**config.mk**
```make
export PLATFORM = sky130hd
export DESIGN_NAME = routerOutputPort
export DESIGN_NICKNAME = d
export VERILOG_FILES = /design/src/hdl/nocArbPkg.sv /design/src/hdl/outputArbiter.sv /design/src/hdl/outputFlitMux.sv /design/src/hdl/packetTimer.sv /design/src/hdl/portEnableRegs.sv /design/src/hdl/routerOutputPort.sv
export VERILOG_INCLUDE_DIRS = /design/src /design/src/hdl
export SDC_FILE = /design/constraint.sdc
export NUM_CORES = 1
export LEC_CHECK = 0
export BUFFER_PORTS_ARGS = -buffer_cell sky130_fd_sc_hd__buf_4
export CORE_UTILIZATION = 40
export DETAILED_ROUTE_END_ITERATION = 7
export GPL_TIMING_DRIVEN = 0
export PLACE_DENSITY = 0.61
export SYNTH_ARGS = -nofsm -noshare
export SYNTH_HDL_FRONTEND = slang
export SYNTH_SLANG_ARGS = --single-unit
```
**constraint.sdc**
```tcl
create_clock -name clk -period 11.5 [get_ports clk]
set_input_delay 2.3 -clock clk [delete_from_list [all_inputs] [get_ports clk]]
set_output_delay 2.3 -clock clk [all_outputs]
set_load 0.005 [all_outputs]
```
**src/hdl/noc_consts.svh**
```systemverilog
`ifndef NOC_CONSTS_SVH
`define NOC_CONSTS_SVH

// Local, North, East, West and South
`define NOC_NUM_PORTS 5

// Field widths of one input port
`define NOC_FLIT_ID_W 3
`define NOC_LENGTH_W  12
`define NOC_DATA_W    16

// Flit id that marks a header flit
`define NOC_HEAD_ID   1

`endif

```
**src/hdl/nocArbPkg.sv**
```systemverilog
`include "noc_consts.svh"

package nocArbPkg;

  typedef logic [`NOC_FLIT_ID_W-1:0] flitIdT;
  typedef logic [`NOC_LENGTH_W-1:0]  lengthT;
  typedef logic [`NOC_DATA_W-1:0]    flitDataT;

  // Bit 0 is Local, then North, East, West and South
  typedef logic [`NOC_NUM_PORTS-1:0] portMaskT;

  typedef struct packed
  {
    logic     req;
    flitIdT   flitId;
    lengthT   length;
    flitDataT data;
  } portInT;

  typedef portInT [`NOC_NUM_PORTS-1:0] portInArrT;

  typedef struct packed
  {
    logic     valid;
    flitDataT data;
  } outFlitT;

  // One-hot, grant bits sit above the IDLE bit
  typedef enum logic [`NOC_NUM_PORTS:0]
  {
    IDLE    = 6'b000001,
    GRANT_L = 6'b000010,
    GRANT_N = 6'b000100,
    GRANT_E = 6'b001000,
    GRANT_W = 6'b010000,
    GRANT_S = 6'b100000
  } arbStateT;

endpackage

```
**src/hdl/outputArbiter.sv**
```systemverilog
`include "noc_consts.svh"

module outputArbiter (
  input  logic                 clk,
  input  logic                 rst,
  input  nocArbPkg::portInArrT inPorts,
  input  nocArbPkg::portMaskT  enableMask,
  output nocArbPkg::portMaskT  grant
);

  import nocArbPkg::*;

  arbStateT state;
  arbStateT stateNext;
  portMaskT reqVec;
  portMaskT effReq;
  portMaskT grantVec;
  portMaskT holdMask;
  portMaskT rrPick;
  portMaskT runTimer;
  portMaskT timesUp;
  logic     holdGrant;
  int       holderIdx;

  // Scan starts after lastIdx and reaches lastIdx itself only at the end
  function automatic portMaskT pickNext(input portMaskT reqs, input int lastIdx);
    portMaskT pick;
    int       idx;
    pick = '0;
    for (int off = 1; off <= `NOC_NUM_PORTS; off++)
    begin
      idx = (lastIdx + off) % `NOC_NUM_PORTS;
      if (reqs[idx] && (pick == '0))
      begin
        pick[idx] = 1'b1;
      end
    end
    return pick;
  endfunction

  always_comb
  begin
    for (int i = 0; i < `NOC_NUM_PORTS; i++)
    begin
      reqVec[i] = inPorts[i].req;
    end
  end

  // Disabled ports never compete
  assign effReq = reqVec & enableMask;

  assign grantVec = state[`NOC_NUM_PORTS:1];
  assign grant    = grantVec;

  // IDLE behaves as if South held last, so the scan gives Local first
  always_comb
  begin
    case (state)
      GRANT_L: holderIdx = 0;
      GRANT_N: holderIdx = 1;
      GRANT_E: holderIdx = 2;
      GRANT_W: holderIdx = 3;
      GRANT_S: holderIdx = 4;
      default: holderIdx = `NOC_NUM_PORTS - 1;
    endcase
  end

  // Holder keeps the output while it requests and its timer has time left
  assign holdMask  = grantVec & effReq & ~timesUp;
  assign holdGrant = |holdMask;
  assign runTimer  = holdGrant ? grantVec : '0;

  assign rrPick = pickNext(effReq, holderIdx);

  always_comb
  begin
    if (holdGrant)
    begin
      stateNext = state;
    end
    else if (rrPick != '0)
    begin
      stateNext = arbStateT'({rrPick, 1'b0});
    end
    else
    begin
      stateNext = IDLE;
    end
  end

  always_ff @(posedge clk)
  begin
    if (rst)
    begin
      state <= IDLE;
    end
    else
    begin
      state <= stateNext;
    end
  end

  for (genvar p = 0; p < `NOC_NUM_PORTS; p++)
  begin : gTimer
    packetTimer i_timer (
      .clk      (clk),
      .rst      (rst),
      .flitId   (inPorts[p].flitId),
      .length   (inPorts[p].length),
      .runTimer (runTimer[p]),
      .timesUp  (timesUp[p])
    );
  end

endmodule

```
**src/hdl/outputFlitMux.sv**
```systemverilog
`include "noc_consts.svh"

module outputFlitMux (
  input  nocArbPkg::portMaskT  grant,
  input  nocArbPkg::portInArrT inPorts,
  output nocArbPkg::outFlitT   outFlit
);

  import nocArbPkg::*;

  flitDataT dataSel;
  logic     validSel;

  // Grant is one-hot, so AND-OR picks exactly one port
  always_comb
  begin
    dataSel  = '0;
    validSel = 1'b0;
    for (int i = 0; i < `NOC_NUM_PORTS; i++)
    begin
      dataSel  = dataSel | ({`NOC_DATA_W{grant[i]}} & inPorts[i].data);
      // Grant stays one cycle after a dropped req
      validSel = validSel | (grant[i] & inPorts[i].req);
    end
  end

  assign outFlit.valid = validSel;
  assign outFlit.data  = dataSel;

endmodule

```
**src/hdl/packetTimer.sv**
```systemverilog
`include "noc_consts.svh"

module packetTimer (
  input  logic              clk,
  input  logic              rst,
  input  nocArbPkg::flitIdT flitId,
  input  nocArbPkg::lengthT length,
  input  logic              runTimer,
  output logic              timesUp
);

  import nocArbPkg::*;

  lengthT limit;
  lengthT count;

  // Header flits refresh the limit even while another port owns the output
  always_ff @(posedge clk)
  begin
    if (rst)
    begin
      limit <= '0;
    end
    else if (flitId == flitIdT'(`NOC_HEAD_ID))
    begin
      limit <= length;
    end
  end

  // Count only while the port holds the grant, restart from zero otherwise
  always_ff @(posedge clk)
  begin
    if (rst)
    begin
      count <= '0;
    end
    else if (runTimer)
    begin
      count <= count + 1'b1;
    end
    else
    begin
      count <= '0;
    end
  end

  // Grant lasts limit+1 cycles, count starts at zero on the first one
  assign timesUp = (count == limit);

endmodule

```
**src/hdl/portEnableRegs.sv**
```systemverilog
module portEnableRegs (
  input  logic                clk,
  input  logic                rst,
  input  logic                cfgWrite,
  input  nocArbPkg::portMaskT cfgEnable,
  output nocArbPkg::portMaskT enableMask
);

  import nocArbPkg::*;

  localparam portMaskT AllEnabled = '1;

  portMaskT maskReg;

  // All ports compete for the output out of reset
  always_ff @(posedge clk)
  begin
    if (rst)
    begin
      maskReg <= AllEnabled;
    end
    else if (cfgWrite)
    begin
      maskReg <= cfgEnable;
    end
  end

  // New mask is seen by the arbiter from the edge after the strobe
  assign enableMask = maskReg;

endmodule

```
**src/hdl/routerOutputPort.sv**
```systemverilog
module routerOutputPort (
  input  logic                 clk,
  input  logic                 rst,
  input  logic                 cfgWrite,
  input  nocArbPkg::portMaskT  cfgEnable,
  input  nocArbPkg::portInArrT inPorts,
  output nocArbPkg::portMaskT  grant,
  output nocArbPkg::outFlitT   outFlit
);

  import nocArbPkg::*;

  portMaskT enableMask;

  portEnableRegs i_enableRegs (
    .clk        (clk),
    .rst        (rst),
    .cfgWrite   (cfgWrite),
    .cfgEnable  (cfgEnable),
    .enableMask (enableMask)
  );

  outputArbiter i_arbiter (
    .clk        (clk),
    .rst        (rst),
    .inPorts    (inPorts),
    .enableMask (enableMask),
    .grant      (grant)
  );

  // Output flit follows the registered grant with no extra delay
  outputFlitMux i_flitMux (
    .grant   (grant),
    .inPorts (inPorts),
    .outFlit (outFlit)
  );

endmodule

```
# After elaboration in Yosys (flattened, before gate mapping)
# Index checks and enable logic that the tools add are counted.
dict set report op_classes {
  n_reduce_logical 20
  bitwise_logic 31
  add_sub_neg 10
  shifts 0
  eq_ne 14
  n_mux 33
  n_div 5
  n_mul 0
  magnitude_cmp 10
}
# cell n
set op_table {}
lappend op_table {{32-bit by 1-bit >= comparator with 1-bit output, second input constant} 5}
lappend op_table {{32-bit by 5-bit less-than comparator with 1-bit output, second input constant} 5}
lappend op_table {{32-bit by 4-bit modulo with 32-bit output, second input constant} 5}
lappend op_table {{16-bit bitwise AND} 5}
lappend op_table {{16-bit bitwise OR} 4}
lappend op_table {{12-bit by 1-bit adder with 12-bit output, second input constant} 5}
lappend op_table {{12-bit equality test} 5}
lappend op_table {{5-bit two-way mux} 6}
lappend op_table {{5-bit logical NOT} 4}
lappend op_table {{5-bit bitwise OR} 4}
lappend op_table {{5-bit bitwise AND} 3}
lappend op_table {{1-bit binary-select mux with 3-bit select} 5}
lappend op_table {{1-bit demux with 3-bit select} 5}
lappend op_table {{3-bit by 1-bit equality test with 1-bit output, second input constant} 5}
lappend op_table {{1-bit two-way mux} 15}
lappend op_table {{3-bit case mux with 4 select lines} 1}
lappend op_table {{2-bit OR reduction} 5}
lappend op_table {{1-bit logical AND} 9}
lappend op_table {{3-bit by 2-bit adder with 4-bit output, second input constant} 2}
lappend op_table {{3-bit by 3-bit adder with 4-bit output, second input constant} 2}
lappend op_table {{6-bit by 2-bit equality test with 1-bit output, second input constant} 1}
lappend op_table {{6-bit by 3-bit equality test with 1-bit output, second input constant} 1}
lappend op_table {{6-bit by 4-bit equality test with 1-bit output, second input constant} 1}
lappend op_table {{6-bit by 5-bit equality test with 1-bit output, second input constant} 1}
lappend op_table {{other kinds (8)} 19}
dict set report totals {
  memories 0
  register_bits 131
  latchBits 0
  elab_cells 135
  input_bits 168
  mem_bits_ro 0
  ramBits 0
}

# Longest topological paths before layout
dict set report depth {
  ltp_word 23
  mapped_depth 17
  mapped_depth_nobuf 13
}

# Cells and area by module
# From an unflattened synthesis, not the netlist that was laid out.
dict set report hier_totals {
  hier_cells 866
  area_unflattened_um2 7681.1
}
# module cells_each area_each_um2 instances
set modules_own_cells {}
lappend modules_own_cells {packetTimer 113 1073.5 5}
lappend modules_own_cells {outputArbiter 223 1666.6 1}
lappend modules_own_cells {outputFlitMux 62 447.9 1}
lappend modules_own_cells {portEnableRegs 16 198.9 1}

# Least setup slack after synthesis
# OpenSTA, ideal clock, no wires.
dict set report synth_path {
  path_type {in2out}
  start {in inPorts[63] in the netlist's numbering}
  end {out outFlit[16] in the netlist's numbering}
  stages 3
  path_slack_ns 6.397
  t_arrival_ns 2.803
  n_path_buf 1
  cell_sequence {a222oi_1 > nand2_1 > buf_4}
}
dict set report synth_via {
  elab_chain_len 5
}
# element line
set synth_rtl {}
lappend synth_rtl {{from (decl)} routerOutputPort.sv:6} ;# input nocArbPkg::portInArrT inPorts,
lappend synth_rtl {{1-bit bitwise AND} outputFlitMux.sv:23} ;# validSel = validSel | (grant[i] & inPorts[i].req);
lappend synth_rtl {{1-bit bitwise OR (4 in a row)} outputFlitMux.sv:23}
lappend synth_rtl {{to (decl)} routerOutputPort.sv:8} ;# output nocArbPkg::outFlitT outFlit
# Every way passes these cells.

==> summary.md <==
| Metric | Value |
|---|---|
| Horiz. Die Dim | `135.5 um` |
| RSZ-0062 raised after global routing | `false` |
| Worst endpoint data arrival time | `about 3.3 ns` |
| Clock Path Buffers | `2` |
| Total grt overflow | `0` |
| Initial standard-cell utilization of the core | `0.4109` |
| Count of input and output buffers | `~190` |
| Synth Cell Area | `just over 7000 sq um` |
| Fraction of layout instances using a drive strength above 1 | `0.2466` |
| Die outline area | `18370 sq um` |
| Cells after Synth | `a little over 800` |
| Antenna violations before repair | `0` |
| Final period utilization | `0.4858` |
| Peak Freq | `around 180 MHz` |
| Clock latency on the worst-skew pair | `0.42 ns` |
| Post-synthesis share of cell area spent on and, or, nand and nor gates | `0.2395` |
| Vias in the first global route | `around 6500` |
| Post-synthesis async set-or-reset flop share | `0` |
| Crit path kind | `in2out` |
| Maximum number of pins on one net before global-route repair | `17` |
| Post-CTS Setup Repair Bufs | `0` |
| Mean area per synthesized cell | `around 8.8 sq um` |
| Critical path buffer and inverter count | `2` |
| Family with the most delay on the worst path | `compound AO/OA/AOI/OAI gates` |
| Number of H-tree branching levels | `4` |
| Run status | `finished, final reports clean` |
| Via count | `6579` |
| Compound-Gate Fraction of Synth Area | `0.1111` |
| Xor/xnor share of the synthesized area | `0.1425` |
| Most instantiated flip-flop cell in the synthesis netlist | `dfxtp_1` |
| Wire length of the first global-routing pass | `~34000 um` |
| Ports placed on the boundary | `190` |
| Endpoints failing hold | `0` |
| Final nets | `about 1200` |
| Hold crit path type | `reg2reg` |
| Number of vias per cell | `~5.2` |
| Type of destination of the critical path | `output port` |
| Max-capacitance violation count | `0` |
| Synthesized-area fraction occupied by adder cells | `0.01754` |
| Final Util | `0.5413` |
| Fillcell total | `between 1500 and 2000` |
| Required time of the worst setup path | `9.20 ns` |
| Mux share of post-synthesis cell area | `0.08579` |
| Total number of clock tree sinks | `~130` |
| Number of hold buffers added after CTS | `0` |
| Final setup violating endpoints | `0` |
| Count of flip-flops with a built-in enable after synthesis | `0` |
| Count of state elements after synthesis | `131` |
| Leakage power summed over all cells | `roughly 3.8 nW` |
| Post-CTS resize count | `0` |
| Worst stage delay on the critical path | `0.61 ns` |
| Global placer's final weighted congestion | `0.9481` |
| DRC errors left | `0` |
| Worst voltage drop across the vdd grid | `0.0001202 V` |
| Antenna Cells | `0` |
| Sequential share of the synthesized area | `0.3677` |
| Post-CTS clock slew at the launch and capture registers of the worst setup and hold paths | `about 0.06 ns` |
| Number of clock buffers inserted by TritonCTS | `17` |
| Clock root buffer master | `clkbuf_16` |
| Slew Limit Fails | `0` |
| Maximum fanout count along the critical path | `1` |
| Critical-path cell with the highest stage delay | `a222oi_1` |
| Area growth from synthesis to final layout | `31.74%` |
| GR Util All Layers | `0.2406` |
| Core footprint | `between 15000 and 20000 sq um` |
| List of cells traversed by the critical path | `buf_4 -> a222oi_1 -> nand2_1 -> buf_4` |
| Skew final | `between 0.01 and 0.015 ns` |
| Total negative slack | `0 ns` |
| Number of distinct library cells after synthesis | `64` |
| Height of the die | `about 140 um` |
| Detail Route Antenna Nets | `0` |
| YS warnings | `0` |
| Worst Max-Slew Pin Slew | `0.9235 ns` |
| Kind of start point of the critical path | `primary input` |
| Detailed-router iteration count before antenna repair | `5` |
| Post-layout minimum cycle time | `~5.6 ns` |
| Number of DRC markers in iteration 0 | `between 400 and 500` |
| Number of standard-cell rows in the floorplan | `48` |
| Wire length after detailed routing | `around 21000 um` |
| Areal power density over the cells | `about 180 nW/um^2` |
| Most common cell type on the critical path | `buf_4` |
| Average wire per standard cell | `between 15 and 20 um` |
| Rel. slew slack | `0.3843` |
| Dominant combinational cell family by area after synthesis | `simple AND/OR/NAND/NOR gates` |
| Number of nets produced by synthesis | `between 900 and 1000` |
| TritonCTS clock tree | `built` |
| Detailed Place HPWL | `~16000 um` |
## sequential cells by signal (all words and copies together) (netlist names)
| signal | flops |
|---|---|
| i_arbiter.state | 6 |
| i_enableRegs.enableMask | 5 |
| i_arbiter.gTimer.i_timer.limit | 60 |
| i_arbiter.gTimer.i_timer.count | 60 |
## cell usage in the layout (no fill, tap or decap), types with 4 or more instances in the layout
master,synthesis,layout
a211o_1,5,5
a211oi_1,4,4
a21oi_1,6,6
a222oi_1,17,17
a22oi_1,17,17
and2_1,4,4
and3_1,22,22
buf_2,10,10
buf_4,7,194
clkbuf_1,28,28
clkbuf_16,0,17
dfxtp_1,131,131
ha_1,10,10
inv_1,10,10
inv_6,0,4
inv_8,0,5
mux2i_1,60,60
nand2_1,61,61
nand2b_1,4,4
nand3_1,27,27
nand4_1,17,17
nor2_1,145,145
nor2b_1,8,8
nor3_1,16,16
nor3b_1,7,7
nor4_1,12,12
nor4b_1,4,4
o21ai_0,5,5
or2_2,4,4
or3_1,4,4
xnor2_1,73,73
xor2_1,43,43
## path summary, 6_finish.rpt
path	from	end	slack, ns	depth (start not counted)
max	inPorts[2]	outFlit[2]	5.91	4
min	i_arbiter.gTimer[2].i_timer.count[0]	i_arbiter.gTimer[2].i_timer.count[0]	0.49	1
max reg2reg	i_arbiter.state[5]	i_arbiter.state[0]	6.68	14
min reg2reg	i_arbiter.gTimer[2].i_timer.count[0]	i_arbiter.gTimer[2].i_timer.count[0]	0.49	1
## routing by layer
layer  GRT usage  up-vias  wire, um
met5           0        -         0
met3     0.04676       32      1336
met4     0.09238        0       539
met2      0.3937      239      9874
met1      0.3112     3014      9553
li1            -     3294         -
## stage by stage
stage          area (sq um)  cells  setup WS, ns  hold slack (ns)  total power [mW]
3_5_place_dp           8817   1227         5.911           0.4752             1.208
3_3_place_gp           8817   1227         5.913           0.4660             1.210
5_1_grt                9395   1259         5.877           0.4932             1.823
4_1_cts                9395   1259         5.911           0.4851             1.734
2_1_floorplan          7132    815         6.397           0.4411            0.9316
6_report               9395   1259         5.913           0.4855             1.730
## synth_stat cells, drive strengths merged, types with 13 or more instances
library cell,n,area share
nor2,145,0.076
dfxtp,131,0.37
xnor2,73,0.090
nand2,61,0.032
mux2i,60,0.084
xor2,43,0.053
clkbuf,28,0.015
nand3,27,0.019
and3,22,0.019
buf,20,0.016
nor3,19,0.015
a222oi,17,0.024
a22oi,17,0.018
nand4,17,0.015
nor4,13,0.014
## cell families after synthesis
logic type | Yosys count
compound gates | 90
xor+xnor | 116
fa+ha+maj | 10
buf+inv | 58
flops | 131
mux | 61
simple gates | 349
## worst reg2reg max path, cell delays in order, from the launching register on
cell       delay [ns]
dfxtp_1          0.33
clkbuf_1         0.26
or3_4            0.43
nor3_2           0.44
inv_1            0.20
ha_1             0.28
nor4_1           0.71
nand2_1          0.11
o311a_1          0.20
or3_1            0.43
o31ai_2          0.38
o32ai_1          0.15
a21oi_1          0.33
a2111oi_2        0.12
a221o_1          0.33
## final cells by class
| cell class | count | area, sq um | area share |
|---|---|---|---|
| inverter | 10 | 37.54 | 0.003995 |
| multi-input combinational | 626 | 4253 | 0.4527 |
| clock inverter | 14 | 138.9 | 0.01478 |
| sequential | 131 | 2623 | 0.2791 |
| timing repair buffer | 187 | 1404 | 0.1494 |
| clock buffer | 18 | 439.2 | 0.04674 |
| tap | 225 | 281.5 | 0.02996 |
| buffer | 48 | 219.0 | 0.02331 |
## power by group
part	internal, mW	total (mW)	switching (mW)
logic	0.308	0.718	0.410
clock network	0.293	0.523	0.230
registers	0.472	0.489	0.0173
Power figures use the tool's default switching activity.
